`config.mk`:
```
export PLATFORM = sky130hd
export DESIGN_NAME = icache_fetch_out
export DESIGN_NICKNAME = d
export VERILOG_FILES = /design/src/hw/icache_pkg.sv /design/src/hw/icache_fetch_out.sv
export SDC_FILE = /design/constraint.sdc
export NUM_CORES = 1
export LEC_CHECK = 0
export BUFFER_PORTS_ARGS = -buffer_cell sky130_fd_sc_hd__buf_2
export CAP_MARGIN = 20
export CORE_MARGIN = 1
export CORE_UTILIZATION = 39
export DETAILED_ROUTE_END_ITERATION = 6
export PLACE_DENSITY = 0.76
export SYNTH_ARGS = -nofsm -noshare
export SYNTH_HDL_FRONTEND = slang
export SYNTH_SLANG_ARGS = --single-unit
export TNS_END_PERCENT = 10
```
`constraint.sdc`:
```
create_clock -name clk -period 1.15 [get_ports clk]
set_input_delay 0.23 -clock clk [delete_from_list [all_inputs] [get_ports clk]]
set_output_delay 0.23 -clock clk [all_outputs]
set_load 0.05 [all_outputs]
```
`src/hw/icache_pkg.sv`:
```
/*
 * shared types, fsm state encodings and constants of the instruction cache
 */
`default_nettype none

package icache_pkg;

    // ========================================
    // widths with a meaning
    // ========================================
    typedef logic [31:0] addr_t;
    typedef logic [31:0] inst_t;
    typedef logic [63:0] beat_t;
    typedef logic [1:0]  resp_t;

    // byte offset inside one 8-byte block
    localparam int OFFSET_BITS = 3;

    localparam resp_t RESP_OKAY = 2'b00;

    // addi x0, x0, 0
    localparam inst_t NOP_INST = 32'h0000_0013;

    // ========================================
    // fsm states
    // ========================================
    typedef enum logic [1:0] {
        RS_IDLE,
        RS_REQUEST,
        RS_WAIT_DATA
    } refill_state_e;

    typedef enum logic [0:0] {
        HS_IDLE,
        HS_HIT
    } hit_state_e;

endpackage

`default_nettype wire

```
`src/hw/icache_fetch_out.sv`:
```
/*
 * hit fsm, output instruction register, inst_valid and the error flag
 */
`timescale 1ns/1ps
`default_nettype none

module icache_fetch_out (
    input  logic              clk,
    input  logic              rst,
    input  logic              stall,
    input  logic              flush,
    input  logic              hit,
    input  logic              hit_way,
    input  logic              refill_busy,
    input  logic              fill,
    input  logic              refill_err,
    input  icache_pkg::inst_t refill_inst,
    input  icache_pkg::inst_t rd_inst,
    output logic              rd_en,
    output logic              rd_way,
    output icache_pkg::inst_t inst,
    output logic              inst_valid,
    output logic              error
);
    import icache_pkg::*;

    hit_state_e state_q;
    logic       busy_q;
    logic       flush_now;
    logic       miss_start;

    assign flush_now = flush && !stall;

    // a hit starts only when no refill owns the lookup address
    assign rd_en  = (state_q == HS_IDLE) && !stall && hit && !refill_busy;
    assign rd_way = hit_way;

    // rising edge of refill_busy
    assign miss_start = refill_busy && !busy_q;

    // ========================================
    // hit state machine
    // ========================================
    always_ff @(posedge clk) begin
        if (rst || flush_now) begin
            state_q <= HS_IDLE;
        end else begin
            case (state_q)
                HS_IDLE: begin
                    if (rd_en) begin
                        state_q <= HS_HIT;
                    end
                end
                default: state_q <= HS_IDLE;
            endcase
        end
    end

    always_ff @(posedge clk) begin
        if (rst) begin
            busy_q <= 1'b0;
        end else begin
            busy_q <= refill_busy;
        end
    end

    // ========================================
    // output to the decode stage
    // ========================================
    always_ff @(posedge clk) begin
        if (rst || flush_now) begin
            inst       <= NOP_INST;
            inst_valid <= 1'b1;
        end else if (fill) begin
            inst       <= refill_inst;
            inst_valid <= 1'b1;
        end else if (state_q == HS_HIT) begin
            // data store output is valid now
            inst       <= rd_inst;
            inst_valid <= 1'b1;
        end else if (rd_en || miss_start) begin
            inst_valid <= 1'b0;
        end
    end

    // flush leaves the error flag alone
    always_ff @(posedge clk) begin
        if (rst) begin
            error <= 1'b0;
        end else if (fill) begin
            error <= refill_err;
        end
    end

    // the refill fsm stays idle through the data store read slot
    a_no_refill_in_hit : assert property (
        @(posedge clk) disable iff (rst) rd_en |=> !refill_busy
    ) else $error("fetch out: refill started during a hit read");

endmodule

`default_nettype wire

```
==> metrics <==
outcome finished with violations; failing checks setup timing; worst rel slew slack 81.5%; Fin. Hold Viols 0; most frequent cells in the layout 95 x buf_2, 35 x dfxtp_1, 32 x mux2i_1, 32 x o21ai_1, 30 x and2_1; WL final between 3 and 4 mm; synth warn 0; FP Rows 24; most common cell after layout, fill and taps aside buf_2; drt first-iter violations 91; clk buf depth 2; final net count roughly 370; Clock Skew 0.00249 ns; worst skew pair latency roughly 0.28 ns; largest net degree at the start of global routing 35; Routed Antenna Nets 0; DIE WIDTH about 70 um; Post-Synthesis Cell Area roughly 0.0018 sq mm; Starting Density between 40 and 50%; layout overhead on the synthesized area 39.1%; final setup violation count 20; CP Max Fanout 3; die area approximately 0.005 sq mm; total track usage between 10 and 15%; vias per cell around 4.6; Final WS setup -0.209 ns; Worst setup EP type primary output; WL per Instance around 11 um; residual DRC count 0; clock root cell clkbuf_8; non-filler cells, final 351; gr ovfl total 0; number of max-cap violations 0; fin crit period between 1 and 1.5 ns; die span in y between 70 and 80 um; biggest area consumer among synthesized cells dfxtp_1; synth unique cells 18; final hold slack between 0.15 and 0.2 ns; sequential area share after synthesis 39.8%; first-pass GRT wire length just under 6 mm; R2R Setup Slk -0.12 ns; Cell Pwr Density approximately 1200 mW/mm^2; TritonCTS Buffers 5; Detailed Place HPWL about 2.7 mm; area post-placement 0.00230 sq mm; Top Ports 109; Synth area leaders dfxtp_1 40%, mux2i_1 18%, and2_1 10%, o21ai_1 8.9%, nand2_1 6.0%; worst min-delay path class input pin to flip-flop; Mean Syn Cell Area approximately 9.7 sq um; Pins Over Slew Limit 0; port bufs ~110; CORE AREA ~0.0044 sq mm; post-synthesis instance total 187; Tightest Pin Transition 0.276 ns; Pre-antenna DRT Iters 4; Leak Pwr approximately 1.2 nW; VDD IR max about 0.57 mV; Synth top area share 39.8%; Worst-path clk slew approximately 0.070 ns; via count 1617; vias in the first global route 1382; Data arrival, critical path 1.13 ns; layout cells sized above 1 43.5%; Worst Path Class, Setup flip-flop to primary output; Clock Sinks 36; Final GP Congestion 0.734; CP required approximately 0.92 ns; CTS tree yes; Tcrit/Tclk final 118%; number of instances in the placed design 337; RSZ-0062 raised after global routing yes; Final Instance Area roughly 0.0025 sq mm; FMAX 736 MHz; initial antenna violation count 0; synthesized flop and latch total 36; Ant. Diodes 0; H-Tree Level Count 2; Worst setup SP type flip-flop; total nets after synthesis between 200 and 300; Filler Cells Inserted slightly above 400
==> sequential cells by signal, indices dropped and copies added, names as in the netlist <==
name        count
inst           32
busy_q          1
error           1
inst_valid      1
state_q         1
==> worst paths after layout <==
| kind | startpoint | to | cells after the start |
|---|---|---|---|
| max reg2reg | state_q | inst[29] | 6 |
| min | rst | busy_q | 2 |
| max | state_q | rd_en | 2 |
| min reg2reg | error | error | 2 |
==> cells by family (layout without fill, tap and decap cells) <==
kind of cell    after synthesis  after routing  synth area share, %
compound gates               38             38                 11.5
buf+inv                      17            129                 12.1
flops                        36             36                 39.8
mux                          33             33                 18.3
simple gates                 63             63                 18.3
==> Yosys cell counts <==
master	count
a21oi_2	1
nor2_1	3
dfxtp_1	36
nand2_1	29
mux2i_1	33
inv_1	1
o21ai_0	1
and2_1	30
o211ai_1	1
bufbuf_16	2
a221oi_1	3
o21ai_1	32
buf_12	4
nor4b_4	1
inv_2	1
buf_2	5
buf_4	1
buf_6	3
==> worst max-delay path: stages, from the launching register on <==
cell	delay, ns
dfxtp_4	0.36
nor4b_4	0.28
buf_6	0.21
==> through the flow <==
| stage | util (%) | setup TNS [ns] | setup slack, ns | total power, mW |
|---|---|---|---|---|
| final | 57.0 | -2.04 | -0.209 | 2.91 |
| after global routing | 57.0 | -3.27 | -0.274 | 3.08 |
| after CTS | 54.2 | -0.339 | -0.222 | 2.93 |
| after detailed placement | 52.0 | -0.0634 | -0.0436 | 2.02 |
| after global placement | 52.0 | -0.0201 | -0.0201 | 2.01 |
| after floorplan | - | -0.574 | -0.211 | 1.84 |
==> layer usage <==
| layer | wire [um] | global-route usage, % |
|---|---|---|
| met1 | 1730 | 17.3 |
| met2 | 1800 | 25.2 |
| met3 | 256 | 5.63 |
| met4 | 14 | 5.33 |
| met5 | 0 | 0 |
==> final cells by class <==
type / instances / area [sq um] / area share [%]
inverters: 2 / 7.51 / 0.298
repair buffers: 119 / 756 / 30.0
well taps: 52 / 65.1 / 2.59
flip-flops and latches: 36 / 724 / 28.8
clock buffers: 8 / 90.1 / 3.58
multi-input cells: 134 / 873 / 34.7
==> timing repair <==
item	in CTS	in global routing
pin swaps	0	1
setup buffers	0	4
hold buffers	0	0
endpoints found under the setup margin	14	39
gates cloned	0	2
resized for setup	2	15
==> report_power, final <==
part	leakage, nW	switching [mW]	internal (mW)
clock network	0.0455	0.402	0.488
registers	0.296	0.0305	1.31
logic	0.822	0.405	0.275
Power figures use the tool's default switching activity.
