## config.mk

```make
export PLATFORM = sky130hd
export DESIGN_NAME = icache_refill
export DESIGN_NICKNAME = d
export VERILOG_FILES = /design/src/hw/icache_pkg.sv /design/src/hw/icache_refill.sv
export SDC_FILE = /design/constraint.sdc
export NUM_CORES = 1
export LEC_CHECK = 0
export BUFFER_PORTS_ARGS = -buffer_cell sky130_fd_sc_hd__buf_4
export CAP_MARGIN = 20
export CORE_AREA = 2 2 105 107
export DETAILED_ROUTE_END_ITERATION = 6
export DIE_AREA = 0 0 107 109
export SKIP_LAST_GASP = 1
export SLEW_MARGIN = 5
export SYNTH_ARGS = -nofsm -noshare
export SYNTH_HDL_FRONTEND = slang
export SYNTH_SLANG_ARGS = --single-unit
```

## constraint.sdc

```tcl
create_clock -name clk -period 2.5 [get_ports clk]
set_input_delay 0.25 -clock clk [delete_from_list [all_inputs] [get_ports clk]]
set_output_delay 0.25 -clock clk [all_outputs]
set_load 0.01 [all_outputs]
```

## src/hw/icache_pkg.sv

```systemverilog
/*
 * shared types, fsm state encodings and constants of the instruction cache
 */
`default_nettype none

package icache_pkg;

    // ========================================
    // widths with a meaning
    // ========================================
    typedef logic [31:0] addr_t;
    typedef logic [31:0] inst_t;
    typedef logic [63:0] beat_t;
    typedef logic [1:0]  resp_t;

    // byte offset inside one 8-byte block
    localparam int OFFSET_BITS = 3;

    localparam resp_t RESP_OKAY = 2'b00;

    // addi x0, x0, 0
    localparam inst_t NOP_INST = 32'h0000_0013;

    // ========================================
    // fsm states
    // ========================================
    typedef enum logic [1:0] {
        RS_IDLE,
        RS_REQUEST,
        RS_WAIT_DATA
    } refill_state_e;

    typedef enum logic [0:0] {
        HS_IDLE,
        HS_HIT
    } hit_state_e;

endpackage

`default_nettype wire

```

## src/hw/icache_refill.sv

```systemverilog
/*
 * miss fsm, read address channel and read beat capture
 */
`timescale 1ns/1ps
`default_nettype none

module icache_refill (
    input  logic              clk,
    input  logic              rst,
    input  logic              stall,
    input  logic              flush,
    input  logic              hit,
    input  icache_pkg::addr_t pc,
    input  logic              arready,
    input  logic              rvalid,
    input  icache_pkg::beat_t rdata,
    input  icache_pkg::resp_t rresp,
    output logic              arvalid,
    output logic              rready,
    output icache_pkg::addr_t araddr,
    output icache_pkg::addr_t lookup_addr,
    output logic              refill_busy,
    output logic              fill,
    output icache_pkg::beat_t fill_data,
    output icache_pkg::inst_t refill_inst,
    output logic              refill_err
);
    import icache_pkg::*;

    refill_state_e state_q;
    refill_state_e state_d;
    logic          inst_hi_q;
    logic          flush_now;
    logic          req_start;

    // flush only counts when the pipeline is not stalled
    assign flush_now = flush && !stall;

    // ========================================
    // state machine
    // ========================================
    always_comb begin
        state_d = state_q;
        case (state_q)
            RS_IDLE: begin
                if (!stall && !hit) begin
                    state_d = RS_REQUEST;
                end
            end
            RS_REQUEST: begin
                if (arvalid && arready) begin
                    state_d = RS_WAIT_DATA;
                end
            end
            RS_WAIT_DATA: begin
                if (rvalid && rready) begin
                    state_d = RS_IDLE;
                end
            end
            default: state_d = RS_IDLE;
        endcase
    end

    always_ff @(posedge clk) begin
        if (rst || flush_now) begin
            state_q <= RS_IDLE;
        end else begin
            state_q <= state_d;
        end
    end

    assign req_start = (state_q == RS_IDLE) && (state_d == RS_REQUEST) && !flush_now;

    // block aligned request address
    always_ff @(posedge clk) begin
        if (req_start) begin
            araddr    <= {pc[31:OFFSET_BITS], {OFFSET_BITS{1'b0}}};
            inst_hi_q <= pc[OFFSET_BITS-1];
        end
    end

    // ========================================
    // bus and fill outputs
    // ========================================
    assign arvalid     = (state_q == RS_REQUEST);
    assign rready      = (state_q == RS_WAIT_DATA);
    assign refill_busy = (state_q != RS_IDLE);
    assign lookup_addr = (state_q == RS_IDLE) ? pc : araddr;

    assign fill        = rvalid && rready;
    assign fill_data   = rdata;
    assign refill_inst = inst_hi_q ? rdata[63:32] : rdata[31:0];
    assign refill_err  = (rresp != RESP_OKAY);

    a_araddr_held : assert property (
        @(posedge clk) disable iff (rst) arvalid && !arready |=> $stable(araddr)
    ) else $error("refill: araddr changed while the request was pending");

endmodule

`default_nettype wire

```

==> results of run 1 <==
-- Yosys cell counts --
| cell type | number | area, µm² |
|---|---|---|
| clkbuf_1 | 1 | 3.75 |
| nor2_2 | 1 | 6.26 |
| nor2b_1 | 2 | 12.5 |
| or3b_2 | 1 | 8.76 |
| mux2_1 | 2 | 22.5 |
| dfxtp_1 | 2 | 40.0 |
| edfxtp_1 | 30 | 901 |
| conb_1 | 1 | 3.75 |
| mux2_2 | 59 | 664 |
| inv_1 | 1 | 3.75 |
| and2b_1 | 1 | 7.51 |
| or2_2 | 1 | 6.26 |
| or3b_1 | 1 | 8.76 |
| nand3b_1 | 1 | 7.51 |
| nor2_1 | 1 | 3.75 |
| a211oi_1 | 1 | 7.51 |
| buf_4 | 69 | 518 |
| and2_1 | 4 | 25.0 |
| or4_1 | 1 | 7.51 |
| buf_2 | 4 | 20.0 |
| a211oi_2 | 1 | 12.5 |
-- logic make-up after synthesis --
| logic type | count (synthesis) | synth area share |
|---|---|---|
| buf+inv | 75 | 0.238 |
| mux | 61 | 0.300 |
| flops | 32 | 0.411 |
| simple gates | 14 | 0.0410 |
| compound gates | 2 | 0.00874 |
| other cells | 1 | 0.00164 |
-- sequential cells by signal, indices dropped and copies added, names as in the netlist --
| register | count |
|---|---|
| araddr | 29 |
| state_q | 2 |
| inst_hi_q | 1 |
-- power breakdown --
part           switching [µW]  leakage [µW]  total, µW  internal [µW]
combinational             236       0.00161        582            346
clock                     218     0.0000548        518            300
sequential               9.57      0.000291        614            604
-- worst paths after layout --
path	from	to	slack, ns
max	state_q[0]	lookup_addr[20]	0.54
min	rst	state_q[0]	0.12
max reg2reg	state_q[0]	inst_hi_q	0.65
min reg2reg	state_q[0]	state_q[1]	0.60
-- metrics by stage --
stage	area [µm²]	setup WS, ns	hold slack, ns	util	power [µW]
final	4090	0.545	0.123	0.386	1710
after CTS	4090	0.511	0.110	0.386	1750
after global routing	4090	0.435	0.110	0.386	1800
after detailed placement	3980	0.648	0.422	0.375	1220
after global placement	3980	0.705	0.421	0.375	1210
after floorplan	2300	0.380	0.315	-	896
-- routing by layer --
layer	GRT usage	part of all wire	vias to the layer above
li1	-	-	995
met1	0.160	0.37	996
met2	0.238	0.51	127
met3	0.0556	0.11	6
met4	0.0297	0.0078	2
met5	0	0.0015	-
-- layout make-up --
class                      instances  area (µm²)
clock buffer                       5        68.8
antenna                            1        2.50
timing repair buffer             269        2030
clock inverter                     3        46.3
inverter                           1        3.75
sequential                        32         941
fill                            1057        6510
multi-input combinational         80         825
tap                              140         175
==> results.cfg, run 1 <==
[run_status]
status = completed

[pwr]
p_per_area_nw_per_um2 = 419
ir_drop_uv = 223
p_leak_uw = 0.00195

[drt]
drt_wl_total_um = 8760
drtPass1Iterations = 3
via_count = 2126
wl_per_cell_um = 16.5
ant_nets = 0
drt_iter0_drc = 71
drc = 0
via_per_inst = 4.00

[sta]
max_freq_mhz = 511
final-setup-viol-count = 0
fin_crit_sh = 0.782
clock_skew_ns = 0.00480
drv_slew = 0
fin_tns_setup_ns = 0
fin_crit_ns = 1.96
hold_viol = 0
rsz0062_at_grt = no

[yosys]
syn-mean-instance-area_um2 = 12.4
synth_cell_type_count = 21
yosys_warnings = 0
ys_ff_latch = 32
synthCells = 185
seq_area_frac_synth = 0.411
synth_area_um2 = 2290

[finish]
drive_above_1_share = 0.874
syn_to_final_growth_pct = 78.7
finalNetCount = 494
final_cells = 531
final_cell_mix = buf_4, mux2_2, edfxtp_1, clkbuf_8, and2_1
final_common_cell = buf_4

[floorplan]
core_area_um2 = 10600
die_h_um = 109
pin_count = 270
rows = 38
die_width_um = 107
die-area_um2 = 11700
initial_core_util = 0.216

[placement]
place_congestion = 0.771
portBuffers = 266
dp.cells = 522
hpwl_um = 7550

[global_routing]
grt_pass1_vias = 2128
antenna_found_initial = 2
grt_usage = 0.137
grt_pass1_wl_um = 12000
gr-total-overflow = 0
grt_max_degree = 33

[clock_network]
cts_tree = built
cts.path.max_buffers = 2
clkSinkCount = 32
insertion_delay_ns = 0.28
cts.clk_slew.worst_paths_ns = 0.08
numCtsBuffers = 5
cts-root-buf = clkbuf_8
cts_hold_buffers = 0
cts_resized = 0
htree_levels = 2
post-cts-setup-buffers = 0

[setup_path]
slowest_stage = dfxtp_1
r2r_cells = 3
worst-path-stages = 4
arrival_ns = 1.71
cp_max_fo = 26
critical_path_class = reg -> out
start_kind = register
end_kind = output pin
required_ns = 2.25
critPathBufInv = 2
worstPathCellList = nor2_4 > buf_12 > mux2_2 > buf_4
critPathMaxStageDelay_ns = 0.38
crit_family = flip-flops

[hold_path]
hold_class = in -> reg
holdPathStages = 2

[flow_run]
maxCapViolCount = 0
No activity file was read; power rests on OpenSTA's default activity.
==> run 2, diff against run 1 <==
--- a/config.mk
+++ b/config.mk
@@ -7,9 +7,9 @@
 export LEC_CHECK = 0
 export BUFFER_PORTS_ARGS = -buffer_cell sky130_fd_sc_hd__buf_4
 export CAP_MARGIN = 20
-export CORE_AREA = 2 2 105 107
+export CORE_AREA = 2 2 104 106
 export DETAILED_ROUTE_END_ITERATION = 6
-export DIE_AREA = 0 0 107 109
+export DIE_AREA = 0 0 106 108
 export SKIP_LAST_GASP = 1
 export SLEW_MARGIN = 5
 export SYNTH_ARGS = -nofsm -noshare
==> constraint.sdc (replaced) <==
create_clock -name clk -period 1.8 [get_ports clk]
set_input_delay 0.18 -clock clk [delete_from_list [all_inputs] [get_ports clk]]
set_output_delay 0.18 -clock clk [all_outputs]
set_load 0.01 [all_outputs]
==> run 2 against run 1 <==
  * Flip-flop and latch count unchanged
  * Register-to-register slack worse by 0.43 ns
  * Sequential share of layout area fell by 0.27 points
  * Die area down 1.8%
  * Critical endpoint is now lookup_addr[11]
  * Clock power is 33% higher
  * Clock-buffer cell count unchanged
  * Highest routed layer is now met4
  * Critical path type unchanged
==> results.cfg, run 2 (synthesis results as in run 1) <==
[hold_path]
whs_endpoint = state_q[0]
holdCritStartpoint = rst
holdPathStages = 2
hold_class = in -> reg

[floorplan]
pin_count = 270
initial_core_util = 0.224
die_h_um = 108
die_width_um = 106
core_area_um2 = 10200
die-area_um2 = 11400
rows = 37

[finish]
syn_to_final_growth_pct = 81.3
final_common_cell = buf_4
drive_above_1_share = 0.883
largest_register_ffs = 29
final_area_um2 = 4150
reg_top3 = araddr (29), state_q (2), inst_hi_q (1)
final_cell_mix = buf_4, mux2_2, edfxtp_1, clkbuf_8, and2_1
regMostFlops = araddr
finalNetCount = 497
antenna_cells = 0

[clock_network]
cts-root-buf = clkbuf_8
cts.clk_slew.worst_paths_ns = 0.07
clkSinkCount = 32
cts_hold_buffers = 0
insertion_delay_ns = 0.29
cts.path.max_buffers = 2
numCtsBuffers = 5
cts_tree = built
htree_levels = 2

[sta]
fin_crit_sh = 0.950
drv_slew = 0
max_freq_mhz = 585
fin_crit_ns = 1.71
clock_skew_ns = 0.00831
fin_tns_setup_ns = 0
hold_viol = 0
final-setup-viol-count = 0
rsz0062_at_grt = no

[setup_path]
end_kind = output pin
r2r_slack_ns = 0.22
r2r-end = araddr[20]
r2r_cells = 3
r2r_start = state_q[0]
critical_path_class = reg -> out
arrival_ns = 1.53
cp_max_fo = 12
required_ns = 1.62
worstPathCellList = nor2_4 > clkbuf_16 > mux2_2 > buf_4
critPathMaxStageDelay_ns = 0.36
slowest_stage = dfxtp_2
start_kind = register

[pwr]
p_sw_uw = 630
power_frac_comb = 0.350
p_leak_uw = 0.00199
seq_power_share = 0.360
p_per_area_nw_per_um2 = 571
ir_drop_uv = 401
clockPowerShare = 0.291
switching_share = 0.265
intPower_uw = 1740

[drt]
drt_wl_total_um = 9290
ant_nets = 0
drt_iter0_drc = 83
drc = 0
drtPass1Iterations = 4
wl_per_cell_um = 17.6
via_count = 2197
via_per_inst = 4.15

[global_routing]
antenna_found_initial = 0
met1_usage = 0.180
use_met3 = 0.0536
grt_max_degree = 32
grt_pass1_vias = 2121
use_met2 = 0.245
gr-total-overflow = 0
top_usage_layer = met2
grt_usage = 0.147
grt_pass1_wl_um = 12600

[placement]
place_congestion = 0.800
placedInstanceArea_um2 = 4020
hpwl_um = 7860
portBuffers = 266

[run_status]
status = completed

[flow_run]
maxCapViolCount = 0
## run 2: cell count changes in the layout (fill, tap and decap cells not counted)
cell	previous run	this run
clkinv_2	0	1
diode_2	1	0
dfxtp_2	0	2
buf_12	1	3
or4_1	1	0
dfxtp_1	2	0
clkbuf_16	0	1
inv_6	1	0
or4_4	0	1
## run 2: final cells by class
| class | count | area, µm² |
|---|---|---|
| Fill cell | 995 | 6080 |
| Timing Repair Buffer | 272 | 2100 |
| Sequential cell | 32 | 943 |
| Multi-Input combinational cell | 80 | 828 |
| Tap cell | 136 | 170 |
| Clock buffer | 5 | 68.8 |
| Clock inverter | 3 | 42.5 |
| Inverter | 1 | 3.75 |
## run 2: routing by layer
layer | vias up | share of wire
met5 | - | 0
met1 | 1053 | 0.41
met3 | 7 | 0.099
met2 | 143 | 0.48
met4 | 0 | 0.012
li1 | 994 | -
## run 2: worst max-delay path by stage
stage / start / depth (start not counted) / end / slack [ns]
finish: state_q[1] / 4 / lookup_addr[11] / 0.09
global placement: state_q[0] / 3 / araddr[22] / 0.22
detailed placement: state_q[0] / 3 / araddr[19] / 0.18
CTS: state_q[0] / 4 / lookup_addr[21] / 0.05
floorplan: state_q[0] / 2 / araddr[10] / 0.01
global route: state_q[1] / 4 / lookup_addr[3] / 0.01
## run 2: stage by stage
step	instances	worst slack [ns]	hold WS, ns	util	total power, µW
finish	529	0.0901	0.0562	0.406	2370
global route	529	0.0122	0.0402	0.406	2490
CTS	528	0.0518	0.0478	0.403	2400
detailed placement	520	0.185	0.358	0.392	1700
global placement	520	0.219	0.351	0.392	1690
floorplan	187	0.0110	0.245	-	1250
## run 2: power by group through the flow
stage                     Clock, µW  Sequential (µW)  Combinational [µW]
final                           690              854                 830
after floorplan                   0              875                 372
after global routing            749              857                 885
after CTS                       715              854                 831
after detailed placement          0              869                 830
after global placement            0              869                 825
## run 2: worst max-delay path: cells and delay by family, from the launching register on
kind          cells  cell delay (ns)
buf+inv           2             0.35
flops             1             0.36
mux               1             0.34
simple gates      1             0.19
## run 2: repair_timing
action,4_1_cts,5_1_grt
gates resized for setup,0,2
endpoints found under the setup margin,0,4
setup buffers,0,0
